[src/design/sdram_pkg.sv]
// Shared types and download layout; assumes sound ROMs sit below BA2_START and tiles start there
package sdram_pkg;

    // One SDRAM data word
    typedef logic [15:0] sdram_word_t;

    // Sound CPU and ADPCM payload
    typedef logic [7:0] byte_t;

    // Tile payload, two SDRAM words with the first word in the upper half
    typedef logic [31:0] quad_t;

    // Word address inside one bank
    typedef logic [21:0] sdram_addr_t;

    // Download byte address where tile data begins
    localparam logic [24:0] BA2_START = 25'h04_0000;

    // Words of the first tile set, the one stored with planes interleaved
    localparam sdram_addr_t GFX1_LEN = 22'h01_0000;

    // Checksums of bytes 0 to 7 that identify the alternate game
    localparam byte_t ALT_SUM_A = 8'h0c;
    localparam byte_t ALT_SUM_B = 8'hf4;

    // Game id codes
    localparam logic [1:0] GAME_STD = 2'd0;
    localparam logic [1:0] GAME_ALT = 2'd1;

endpackage

[src/design/rom_slot.sv]
// Payload must be 8 or 32 bits; client holds cs and addr steady until ok, and clr drops a pending req
module rom_slot import sdram_pkg::*; #(
    parameter type payload_t = byte_t,
    parameter int  AW        = 16
) (
    input  logic          clk,
    input  logic          arst_n,
    // Client side
    input  logic          cs,
    input  logic [AW-1:0] addr,
    output payload_t      dout,
    output logic          ok,
    input  logic          clr,
    // Arbiter side
    output logic          req,
    output sdram_addr_t   req_addr,
    input  logic          fill,
    input  quad_t         fill_data
);
    localparam bit IS_BYTE = ($bits(payload_t) == 8);
    localparam int DW      = IS_BYTE ? 16 : 32;

    logic          valid;
    logic          hit;
    sdram_addr_t   cached_addr;
    logic [DW-1:0] data;

    generate
        if (IS_BYTE) begin : g_byte
            // Two bytes share one SDRAM word, low byte at the even address
            assign req_addr = sdram_addr_t'(addr[AW-1:1]);
            assign dout     = payload_t'(addr[0] ? data[15:8] : data[7:0]);
        end else begin : g_quad
            assign req_addr = sdram_addr_t'(addr);
            assign dout     = payload_t'(data);
        end
    endgenerate

    assign hit = valid && (cached_addr == req_addr);

    // Hits answer in the same cycle as cs
    assign ok = cs && hit;

    always_ff @(posedge clk or negedge arst_n) begin
        if (!arst_n) begin
            valid <= 1'b0;
            req   <= 1'b0;
        end else begin
            if (clr) begin
                valid <= 1'b0;
                req   <= 1'b0;
            end else if (fill && req) begin
                valid <= 1'b1;
                req   <= 1'b0;
            end else if (cs && !hit) begin
                // Miss, stays requested until filled even if cs drops
                req <= 1'b1;
            end
        end
    end

    // Late fills after a clear are ignored since req is already low
    always_ff @(posedge clk) begin
        if (fill && req && !clr) begin
            cached_addr <= req_addr;
            data        <= fill_data[DW-1:0];
        end
    end

endmodule

[src/design/bank_arbiter.sv]
// One read in flight per bank; the controller marks a two-word read with dst then rdy, one-word reads with both
module bank_arbiter import sdram_pkg::*; #(
    parameter int          SLOT0_WORDS  = 1,
    parameter int          SLOT1_WORDS  = 1,
    parameter sdram_addr_t SLOT1_OFFSET = '0
) (
    input  logic        clk,
    input  logic        arst_n,
    // Slot side
    input  logic        req0,
    input  logic        req1,
    input  sdram_addr_t addr0,
    input  sdram_addr_t addr1,
    output logic        fill0,
    output logic        fill1,
    output quad_t       fill_data,
    // SDRAM controller side
    output logic        sdram_rd,
    output sdram_addr_t sdram_addr,
    input  logic        sdram_ack,
    input  logic        data_dst,
    input  logic        data_rdy,
    input  sdram_word_t data_read
);
    typedef enum logic [1:0] {
        ST_IDLE,
        ST_REQ,
        ST_WAIT
    } state_t;

    state_t state;
    logic   grant;
    logic   take0;
    logic   take1;
    logic   word_in;
    logic   two_words;

    // The slot being filled still shows req for this one cycle
    assign take0 = req0 && !fill0;
    assign take1 = req1 && !fill1;

    assign word_in   = (state == ST_WAIT) && (data_dst || data_rdy);
    assign two_words = grant ? (SLOT1_WORDS == 2) : (SLOT0_WORDS == 2);

    always_ff @(posedge clk or negedge arst_n) begin
        if (!arst_n) begin
            state    <= ST_IDLE;
            grant    <= 1'b0;
            sdram_rd <= 1'b0;
            fill0    <= 1'b0;
            fill1    <= 1'b0;
        end else begin
            fill0 <= 1'b0;
            fill1 <= 1'b0;
            case (state)
                ST_IDLE: begin
                    // Slot 0 wins ties
                    if (take0) begin
                        grant    <= 1'b0;
                        sdram_rd <= 1'b1;
                        state    <= ST_REQ;
                    end else if (take1) begin
                        grant    <= 1'b1;
                        sdram_rd <= 1'b1;
                        state    <= ST_REQ;
                    end
                end
                ST_REQ: begin
                    if (sdram_ack) begin
                        sdram_rd <= 1'b0;
                        state    <= ST_WAIT;
                    end
                end
                ST_WAIT: begin
                    if (data_rdy) begin
                        fill0 <= !grant;
                        fill1 <= grant;
                        state <= ST_IDLE;
                    end
                end
                default: state <= ST_IDLE;
            endcase
        end
    end

    always_ff @(posedge clk) begin
        // Address latched at grant and held through the ack
        if (state == ST_IDLE) begin
            if (take0) begin
                sdram_addr <= addr0;
            end else if (take1) begin
                sdram_addr <= addr1 + SLOT1_OFFSET;
            end
        end
        // First word shifts up into bits 31:16
        if (word_in) begin
            if (two_words) begin
                fill_data <= {fill_data[15:0], data_read};
            end else begin
                fill_data <= {16'h0000, data_read};
            end
        end
    end

endmodule

[src/design/prog_remap.sv]
// Loader bytes at least 8 cycles apart and even byte first; bytes seen while downloading is low are dropped
module prog_remap import sdram_pkg::*; (
    input  logic        clk,
    input  logic        arst_n,
    // ROM loader
    input  logic        downloading,
    input  logic [24:0] ioctl_addr,
    input  byte_t       ioctl_dout,
    input  logic        ioctl_wr,
    // SDRAM write port
    output sdram_addr_t prog_addr,
    output sdram_word_t prog_data,
    output logic [1:0]  prog_mask,
    output logic [1:0]  prog_ba,
    output logic        prog_we,
    input  logic        prog_ack,
    output logic [1:0]  game_id
);
    logic        is_ba2;
    logic [22:0] ba2_offset;
    sdram_addr_t ba2_word;
    sdram_addr_t word_addr;
    logic        byte_swap;
    logic        byte_wr;
    logic        word_wr;
    byte_t       even_byte;
    byte_t       rom_sum;

    assign is_ba2     = (ioctl_addr >= BA2_START);
    assign ba2_offset = ioctl_addr[22:0] - BA2_START[22:0];
    assign ba2_word   = ba2_offset[22:1];

    // Bit 15 moves to bit 0 inverted so both plane halves share a 32-bit read
    always_comb begin
        if (!is_ba2) begin
            word_addr = ioctl_addr[22:1];
        end else if (ba2_word < GFX1_LEN) begin
            word_addr = {ba2_word[21:16], ba2_word[14:0], ~ba2_word[15]};
        end else begin
            word_addr = ba2_word;
        end
    end

    // Alternate game keeps tile bytes in the other order
    assign byte_swap = is_ba2 && (game_id == GAME_ALT);

    assign byte_wr   = downloading && ioctl_wr;
    assign word_wr   = byte_wr && ioctl_addr[0];
    assign prog_mask = 2'b00;

    always_ff @(posedge clk or negedge arst_n) begin
        if (!arst_n) begin
            prog_we <= 1'b0;
            game_id <= GAME_STD;
            rom_sum <= '0;
        end else begin
            if (word_wr) begin
                prog_we <= 1'b1;
            end else if (prog_ack) begin
                prog_we <= 1'b0;
            end
            if (!downloading) begin
                rom_sum <= '0;
            end else if (ioctl_wr && (ioctl_addr < 25'd8)) begin
                rom_sum <= rom_sum + ioctl_dout;
            end
            // Checksum of the header decides the game
            if (byte_wr && (ioctl_addr == 25'd8)) begin
                if ((rom_sum == ALT_SUM_A) || (rom_sum == ALT_SUM_B)) begin
                    game_id <= GAME_ALT;
                end else begin
                    game_id <= GAME_STD;
                end
            end
        end
    end

    always_ff @(posedge clk) begin
        if (byte_wr && !ioctl_addr[0]) begin
            even_byte <= ioctl_dout;
        end
        if (word_wr) begin
            prog_addr <= word_addr;
            prog_ba   <= is_ba2 ? 2'd2 : 2'd1;
            prog_data <= byte_swap ? {even_byte, ioctl_dout} : {ioctl_dout, even_byte};
        end
    end

endmodule

[src/design/sdram_mux_top.sv]
// Read-only sound and tile banks only; offsets are word addresses inside each bank
module sdram_mux_top import sdram_pkg::*; #(
    parameter sdram_addr_t PCM_OFFSET  = 22'h01_0000,
    parameter sdram_addr_t GFX2_OFFSET = 22'h10_0000,
    parameter int          SND_AW      = 16,
    parameter int          PCM_AW      = 17,
    parameter int          GFX_AW      = 18
) (
    input  logic              clk,
    input  logic              arst_n,
    // Sound CPU ROM
    input  logic              snd_cs,
    input  logic [SND_AW-1:0] snd_addr,
    output byte_t             snd_dout,
    output logic              snd_ok,
    // ADPCM sample ROM
    input  logic              pcm_cs,
    input  logic [PCM_AW-1:0] pcm_addr,
    output byte_t             pcm_dout,
    output logic              pcm_ok,
    // Tile ROMs
    input  logic              gfx0_cs,
    input  logic [GFX_AW-1:0] gfx0_addr,
    output quad_t             gfx0_dout,
    output logic              gfx0_ok,
    input  logic              gfx1_cs,
    input  logic [GFX_AW-1:0] gfx1_addr,
    output quad_t             gfx1_dout,
    output logic              gfx1_ok,
    // Bank 1, sound
    output logic              ba1_rd,
    output sdram_addr_t       ba1_addr,
    input  logic              ba1_ack,
    input  logic              ba1_dst,
    input  logic              ba1_rdy,
    // Bank 2, tiles
    output logic              ba2_rd,
    output sdram_addr_t       ba2_addr,
    input  logic              ba2_ack,
    input  logic              ba2_dst,
    input  logic              ba2_rdy,
    input  sdram_word_t       data_read,
    // ROM download
    input  logic              downloading,
    input  logic [24:0]       ioctl_addr,
    input  byte_t             ioctl_dout,
    input  logic              ioctl_wr,
    output sdram_addr_t       prog_addr,
    output sdram_word_t       prog_data,
    output logic [1:0]        prog_mask,
    output logic [1:0]        prog_ba,
    output logic              prog_we,
    input  logic              prog_ack,
    output logic [1:0]        game_id
);
    logic        snd_req, pcm_req, gfx0_req, gfx1_req;
    logic        snd_fill, pcm_fill, gfx0_fill, gfx1_fill;
    sdram_addr_t snd_word, pcm_word, gfx0_word, gfx1_word;
    quad_t       ba1_data, ba2_data;

    prog_remap u_remap (
        .clk(clk), .arst_n(arst_n), .downloading(downloading),
        .ioctl_addr(ioctl_addr), .ioctl_dout(ioctl_dout), .ioctl_wr(ioctl_wr),
        .prog_addr(prog_addr), .prog_data(prog_data), .prog_mask(prog_mask),
        .prog_ba(prog_ba), .prog_we(prog_we), .prog_ack(prog_ack), .game_id(game_id)
    );

    // Bank 1, sound CPU then ADPCM
    rom_slot #(.payload_t(byte_t), .AW(SND_AW)) u_snd (
        .clk(clk), .arst_n(arst_n), .cs(snd_cs), .addr(snd_addr), .dout(snd_dout),
        .ok(snd_ok), .clr(downloading), .req(snd_req), .req_addr(snd_word),
        .fill(snd_fill), .fill_data(ba1_data)
    );

    rom_slot #(.payload_t(byte_t), .AW(PCM_AW)) u_pcm (
        .clk(clk), .arst_n(arst_n), .cs(pcm_cs), .addr(pcm_addr), .dout(pcm_dout),
        .ok(pcm_ok), .clr(downloading), .req(pcm_req), .req_addr(pcm_word),
        .fill(pcm_fill), .fill_data(ba1_data)
    );

    bank_arbiter #(.SLOT0_WORDS(1), .SLOT1_WORDS(1), .SLOT1_OFFSET(PCM_OFFSET)) u_bank1 (
        .clk(clk), .arst_n(arst_n), .req0(snd_req), .req1(pcm_req),
        .addr0(snd_word), .addr1(pcm_word), .fill0(snd_fill), .fill1(pcm_fill),
        .fill_data(ba1_data), .sdram_rd(ba1_rd), .sdram_addr(ba1_addr),
        .sdram_ack(ba1_ack), .data_dst(ba1_dst), .data_rdy(ba1_rdy), .data_read(data_read)
    );

    // Bank 2, two tile clients with 32-bit reads
    rom_slot #(.payload_t(quad_t), .AW(GFX_AW)) u_gfx0 (
        .clk(clk), .arst_n(arst_n), .cs(gfx0_cs), .addr(gfx0_addr), .dout(gfx0_dout),
        .ok(gfx0_ok), .clr(downloading), .req(gfx0_req), .req_addr(gfx0_word),
        .fill(gfx0_fill), .fill_data(ba2_data)
    );

    rom_slot #(.payload_t(quad_t), .AW(GFX_AW)) u_gfx1 (
        .clk(clk), .arst_n(arst_n), .cs(gfx1_cs), .addr(gfx1_addr), .dout(gfx1_dout),
        .ok(gfx1_ok), .clr(downloading), .req(gfx1_req), .req_addr(gfx1_word),
        .fill(gfx1_fill), .fill_data(ba2_data)
    );

    bank_arbiter #(.SLOT0_WORDS(2), .SLOT1_WORDS(2), .SLOT1_OFFSET(GFX2_OFFSET)) u_bank2 (
        .clk(clk), .arst_n(arst_n), .req0(gfx0_req), .req1(gfx1_req),
        .addr0(gfx0_word), .addr1(gfx1_word), .fill0(gfx0_fill), .fill1(gfx1_fill),
        .fill_data(ba2_data), .sdram_rd(ba2_rd), .sdram_addr(ba2_addr),
        .sdram_ack(ba2_ack), .data_dst(ba2_dst), .data_rdy(ba2_rdy), .data_read(data_read)
    );

endmodule

[config.mk]
export PLATFORM = sky130hd
export DESIGN_NAME = sdram_mux_top
export DESIGN_NICKNAME = d
export VERILOG_FILES = /design/src/design/sdram_pkg.sv /design/src/design/rom_slot.sv /design/src/design/bank_arbiter.sv /design/src/design/prog_remap.sv /design/src/design/sdram_mux_top.sv
export SDC_FILE = /design/constraint.sdc
export NUM_CORES = 1
export LEC_CHECK = 0
export BUFFER_PORTS_ARGS = -buffer_cell sky130_fd_sc_hd__buf_2
export CAP_MARGIN = 10
export CORE_MARGIN = 2
export CORE_UTILIZATION = 50
export CTS_CLUSTER_SIZE = 20
export DETAILED_ROUTE_END_ITERATION = 16
export GPL_TIMING_DRIVEN = 0
export PLACE_DENSITY = 0.83
export SETUP_SLACK_MARGIN = 0.3
export SYNTH_ARGS = -nofsm -noshare
export SYNTH_HDL_FRONTEND = slang
export SYNTH_SLANG_ARGS = --single-unit
[constraint.sdc]
create_clock -name clk -period 5.1 [get_ports clk]
set_clock_uncertainty 0.05 [all_clocks]
set_input_delay 1.02 -clock clk [delete_from_list [all_inputs] [get_ports clk]]
set_output_delay 1.02 -clock clk [all_outputs]
set_load 0.01 [all_outputs]
## Yosys cells after proc, flatten, opt, wreduce, memory -nomap -nowiden

Index checks and enable logic that the tools add are counted.

| word-level totals | value |
|---|---|
| bits in registers | 334 |
| memories kept | 0 |
| bits in writable memories | 0 |
| latch bits | 0 |
| memory bits (read-only) | 0 |
| input port bits | 133 |

| operators by class | value |
|---|---|
| reduce and logical (&&, ||, !) cells | 68 |
| bitwise gates (word level) | 1 |
| $mul | 0 |
| muxes and demuxes | 63 |
| div/mod/pow operators | 0 |
| shift-type cells | 0 |
| order comparisons | 3 |
| add/sub/neg operators | 4 |
| equality and inequality tests | 19 |

Operator list:

| operator | number |
|---|---|
| 2-to-1 mux 22 bit | 3 |
| 2-to-1 mux 1 bit | 39 |
| == test 18 bit | 2 |
| logical AND 1 bit | 32 |
| 2-to-1 mux 16 bit | 2 |
| 2-to-1 mux 8 bit | 4 |
| == test 25 x 4 -> 1 bit, second input constant | 1 |
| >= comparator 25 x 19 -> 1 bit, second input constant | 1 |
| < comparator 25 x 4 -> 1 bit, second input constant | 1 |
| subtractor 23 x 19 -> 23 bit, second input constant | 1 |
| adder 18 x 21 -> 22 bit, second input constant | 1 |
| < comparator 22 x 17 -> 1 bit, second input constant | 1 |
| adder 16 x 17 -> 18 bit, second input constant | 1 |
| 2-to-1 mux 18 bit | 1 |
| 2-to-1 mux 2 bit | 9 |
| nonzero test 2 bit | 9 |
| == test 16 bit | 1 |
| == test 15 bit | 1 |
| 2-to-1 mux 15 bit | 1 |
| zero test 1 bit | 12 |
| one-hot mux 2 bit (3 select lines) | 2 |
| AND reduction 3 bit | 4 |
| nonzero test 3 bit | 4 |
| adder 8 bit | 1 |
| other kinds (12) | 24 |

## Depth between registers and ports, before layout

| depth | value |
|---|---|
| word-level depth | 7 |
| depth in mapped cells | 8 |
| depth with buffers taken out | 7 |

## Cells and area by module

Synthesis repeated with hierarchy kept, for this count alone.

| second synthesis, totals | value |
|---|---|
| cells, all modules | 891 |
| area total of the unflattened synthesis | 13855.8 um^2 |

Modules (own cells, without submodules):

| module | cells an instance | area each (um^2) | sequential area each (um^2) | times used |
|---|---|---|---|---|
| rom_slot (u_gfx0 ...) | 112 | 1991.9 | 1551.5 | 2 |
| prog_remap | 207 | 2798.9 | 1691.6 | 1 |
| bank_arbiter (u_bank2) | 148 | 2170.8 | 1771.7 | 1 |
| bank_arbiter (u_bank1) | 115 | 1905.6 | 1291.2 | 1 |
| rom_slot (u_pcm) | 100 | 1527.7 | 1011.0 | 1 |
| rom_slot (u_snd) | 97 | 1468.9 | 980.9 | 1 |

## Least setup slack after synthesis

OpenSTA, ideal clock, no wires.

| path | value |
|---|---|
| path type | input to output |
| start | input gfx0_addr[17] |
| end | output gfx0_ok |
| buffers on the path | 0 |
| required time | 4030 ps |
| stages | 4 |
| arrival time | 1966 ps |
| slack | 2064 ps |
| path through | xor2_1 nor4_1 nand4_1 nor4_1 |

| between the ends | value |
|---|---|
| longest elaborated chain between the ends | 3 |

Ends and longest elaborated chain:

| element | RTL line | RTL |
|---|---|---|
| start: declaration | sdram_mux_top.sv:23 | `input logic [GFX_AW-1:0] gfx0_addr,` |
| == test 18 bit | rom_slot.sv:39 | `assign hit = valid && (cached_addr == req_addr);` |
| logical AND 1 bit | rom_slot.sv:39 |  |
| logical AND 1 bit | rom_slot.sv:42 | `assign ok = cs && hit;` |
| end: declaration | sdram_mux_top.sv:25 | `output logic gfx0_ok,` |

No other way between the ends.

## Worst setup path in the final report

| path | value |
|---|---|
| start | input pcm_addr[10] |
| end | output pcm_ok |

| between the ends | value |
|---|---|
| longest elaborated chain between the ends | 3 |

Ends and longest elaborated chain:

| element | RTL line | RTL |
|---|---|---|
| start: declaration | sdram_mux_top.sv:18 | `input logic [PCM_AW-1:0] pcm_addr,` |
| == test 16 bit | rom_slot.sv:39 |  |
| logical AND 1 bit | rom_slot.sv:39 |  |
| logical AND 1 bit | rom_slot.sv:42 |  |
| end: declaration | sdram_mux_top.sv:20 | `output logic pcm_ok,` |

No other way between the ends.

==> run summary <==
First-pass detailed-route iteration total: 5
Max Slew Vio Count: 0
Final Hold Violating Endpoints: 0
Placed cells: 1,412
DP Wirelength: 19,230 um
DRT antenna net count: 0
CTS tree: built
Die width: 162.8 um
Final Cell Area: 15,670 um^2
DR DRC count: 0
Synth top area cells: edfxtp_1 70%, dfrtp_1 6.0%, nand2_1 3.6%
Post-DR wirelength/cell: 17.94 um
CTS clk-pin slew, worst paths: 0.06 ns
Worst path slowest cell: nor4_1
PnR worst setup slack: 1.463 ns
Non-filler instance count after layout: 1,471
Finished Core Util: 0.6278
Placement Setup Slack: 1.461 ns
RSZ-0062 raised after global routing: false
CP delay by family, top: simple AND/OR/NAND/NOR gates
Largest net degree at the start of global routing: 42
Layout Nets: 1,258
Critical path type: in2out
YS warnings: 0
Crit path cell chain: buf_2 > xor2_1 > nor4_1 > nand2_1 > nor4_1 > and2_1 > buf_2
Die Y: 162.8 um
H-tree Lvls: 1
Worst-path maximum fanout: 3
Yosys reg bits: 325
Async SR Flop Fraction: 0.09231
# IOs: 308
Mapped cell area: 12,610 um^2
Antenna violations before repair: 1
CORE AREA: 24,960 um^2
DRC marker count from the first detailed-route iteration: 523
All-Layer GR Usage: 0.1965
Status: finished, final reports clean
Hold Buf Count CTS: 0
Post-synth EDFFs: 295
Fin crit period: 3.637 ns
Peak supply drop: 0.3125 mV
DRT Wirelength: 26,390 um
# rows: 58
Syn Area/Cell: 16.33 um^2
Final setup violation count: 0
Vias per cell: 5.106
Placed Area: 14,660 um^2
Post-CTS Setup Bufs: 0
Clock Tree Root: clkbuf_16
Type of origin of the critical path: primary input
Setup TNS Final: 0 ns
Die area: 26,500 um^2
# port buffers: 294
Hold WS: 0.3903 ns
Worst path bufs/invs: 2
Max Fclk: 0.2750 GHz
Synthesis-to-layout area growth: 24.33%
P_leak: 6.159 nW
Top cells by count, synth: 295 x edfxtp_1, 122 x nand2_1, 38 x xor2_1
HP Class: reg2reg
RePlAce Congestion: 0.8053
Crit. End Element: output pin
Part of the cycle the worst path needs: 0.7131
Worst Path Required: 4.03 ns
Slew margin rel.: 0.3735
Most common cell in the netlist: edfxtp_1
PD cells: 393.6 nW/um^2
Total CTS buffers: 31
Top_reg_cell synth: edfxtp_1
Distinct cells, synth: 56
Clock Tree Buf Depth: 3
Vias: 7,511
Slowest stage delay, CP: 0.41 ns
Clock latency on the worst-skew pair: 0.56 ns
Grt ovf: 0
Critical path arrival: 2.57 ns
Synth Instances: 772
Initial Util: 0.5050
Max cap viols: 0
Yosys top cell by area: edfxtp_1
Post-synthesis sequential area ratio: 0.7623
Worst Tran Pin Value: 0.9397 ns
Post-CTS sizing: 0
Tot Pwr: 6.168 mW
Global-route wire length before repair: 40,820 um
Share of post-route cells with drive strength above 1: 0.3746
Number of global-route vias before repair: 7,675
Clock sink count: 325
Share of the synthesized area in the top cell type: 0.7027
## cell type report
class                           count  area, um^2
Inverter                           16       60.06
Sequential cell                   325        9609
Fill cell                        1829        9291
Timing Repair Buffer              300        1582
Multi-Input combinational cell    419        2850
Antenna cell                        1       2.502
Clock buffer                       45       848.3
Buffer                             22       148.9
Clock inverter                     13       158.9
Tap cell                          330       412.9
## layer usage
layer | wire length [um] | part of all wire | vias to the layer above | global-route usage
met5 | 0 | 0 | - | 0
met4 | 518 | 0.020 | 0 | 0.05350
met3 | 2114 | 0.080 | 44 | 0.05322
met2 | 13560 | 0.51 | 292 | 0.3428
met1 | 10190 | 0.39 | 3658 | 0.2425
li1 | - | - | 3517 | -
## sequential cells by signal, summed over array words and instances (netlist names), 8 cells and up
signal / flops
u_remap.even_byte: 8
u_pcm.data: 16
u_remap.prog_addr: 22
u_gfx0.dout: 32
u_bank2.fill_data: 32
u_bank2.sdram_addr: 19
u_gfx0.cached_addr: 18
u_pcm.cached_addr: 16
u_gfx1.dout: 32
u_snd.data: 16
u_remap.prog_data: 16
u_snd.cached_addr: 15
u_gfx1.cached_addr: 18
u_bank1.fill_data: 16
u_remap.rom_sum: 8
u_bank1.sdram_addr: 17
## path summary, 6_finish.rpt
path	cells past startpoint	start	endpoint	slack, ns
max in group asynchronous	1	arst_n	u_bank1.fill1	4.06
min	0	u_bank1.fill_data[6]	u_pcm.data[6]	0.39
min reg2reg	0	u_bank1.fill_data[6]	u_pcm.data[6]	0.39
min in group asynchronous	1	arst_n	u_remap.prog_we	0.46
max reg2reg	4	u_snd.req	u_bank1.sdram_addr[16]	2.71
max	7	pcm_addr[10]	pcm_ok	1.46
## placed cells by master, fill, tap and decap left out, types with 3 or more instances in the layout
cell type,instances
buf_12,4
a21oi_1,15
xnor2_1,33
nand2b_1,8
dfrtp_1,30
conb_1,11
buf_2,295
mux2_4,10
mux2i_1,7
ha_1,9
nand3_1,5
clkbuf_1,20
clkbuf_16,31
buf_4,12
mux2_2,37
edfxtp_1,295
xor2_1,38
o21ai_0,11
clkinv_2,5
clkinv_1,3
inv_1,14
nor2_1,34
and3_2,5
a21o_1,5
nand2_1,122
a211oi_1,3
nor3_1,4
nand4_1,9
bufinv_16,3
nor4_1,14
## cell families after synthesis
logic type / Yosys count / share of synthesized area
multiplexers: 54 / 0.05052
other: 1 / 0.0002975
adder cells (fa/ha/maj): 10 / 0.01052
XOR/XNOR: 71 / 0.04933
flip-flops: 325 / 0.7623
buffers and inverters: 38 / 0.01657
AND/OR/NAND/NOR: 227 / 0.08705
AO/OA/AOI/OAI: 46 / 0.02343
## power by group
group	total [mW]	internal [mW]	switching, mW	leakage (nW)
registers	3.29	3.20	0.0952	3.07
clock network	2.25	1.31	0.944	0.490
logic	0.622	0.232	0.390	2.59
(Power assumes the default switching activity.)
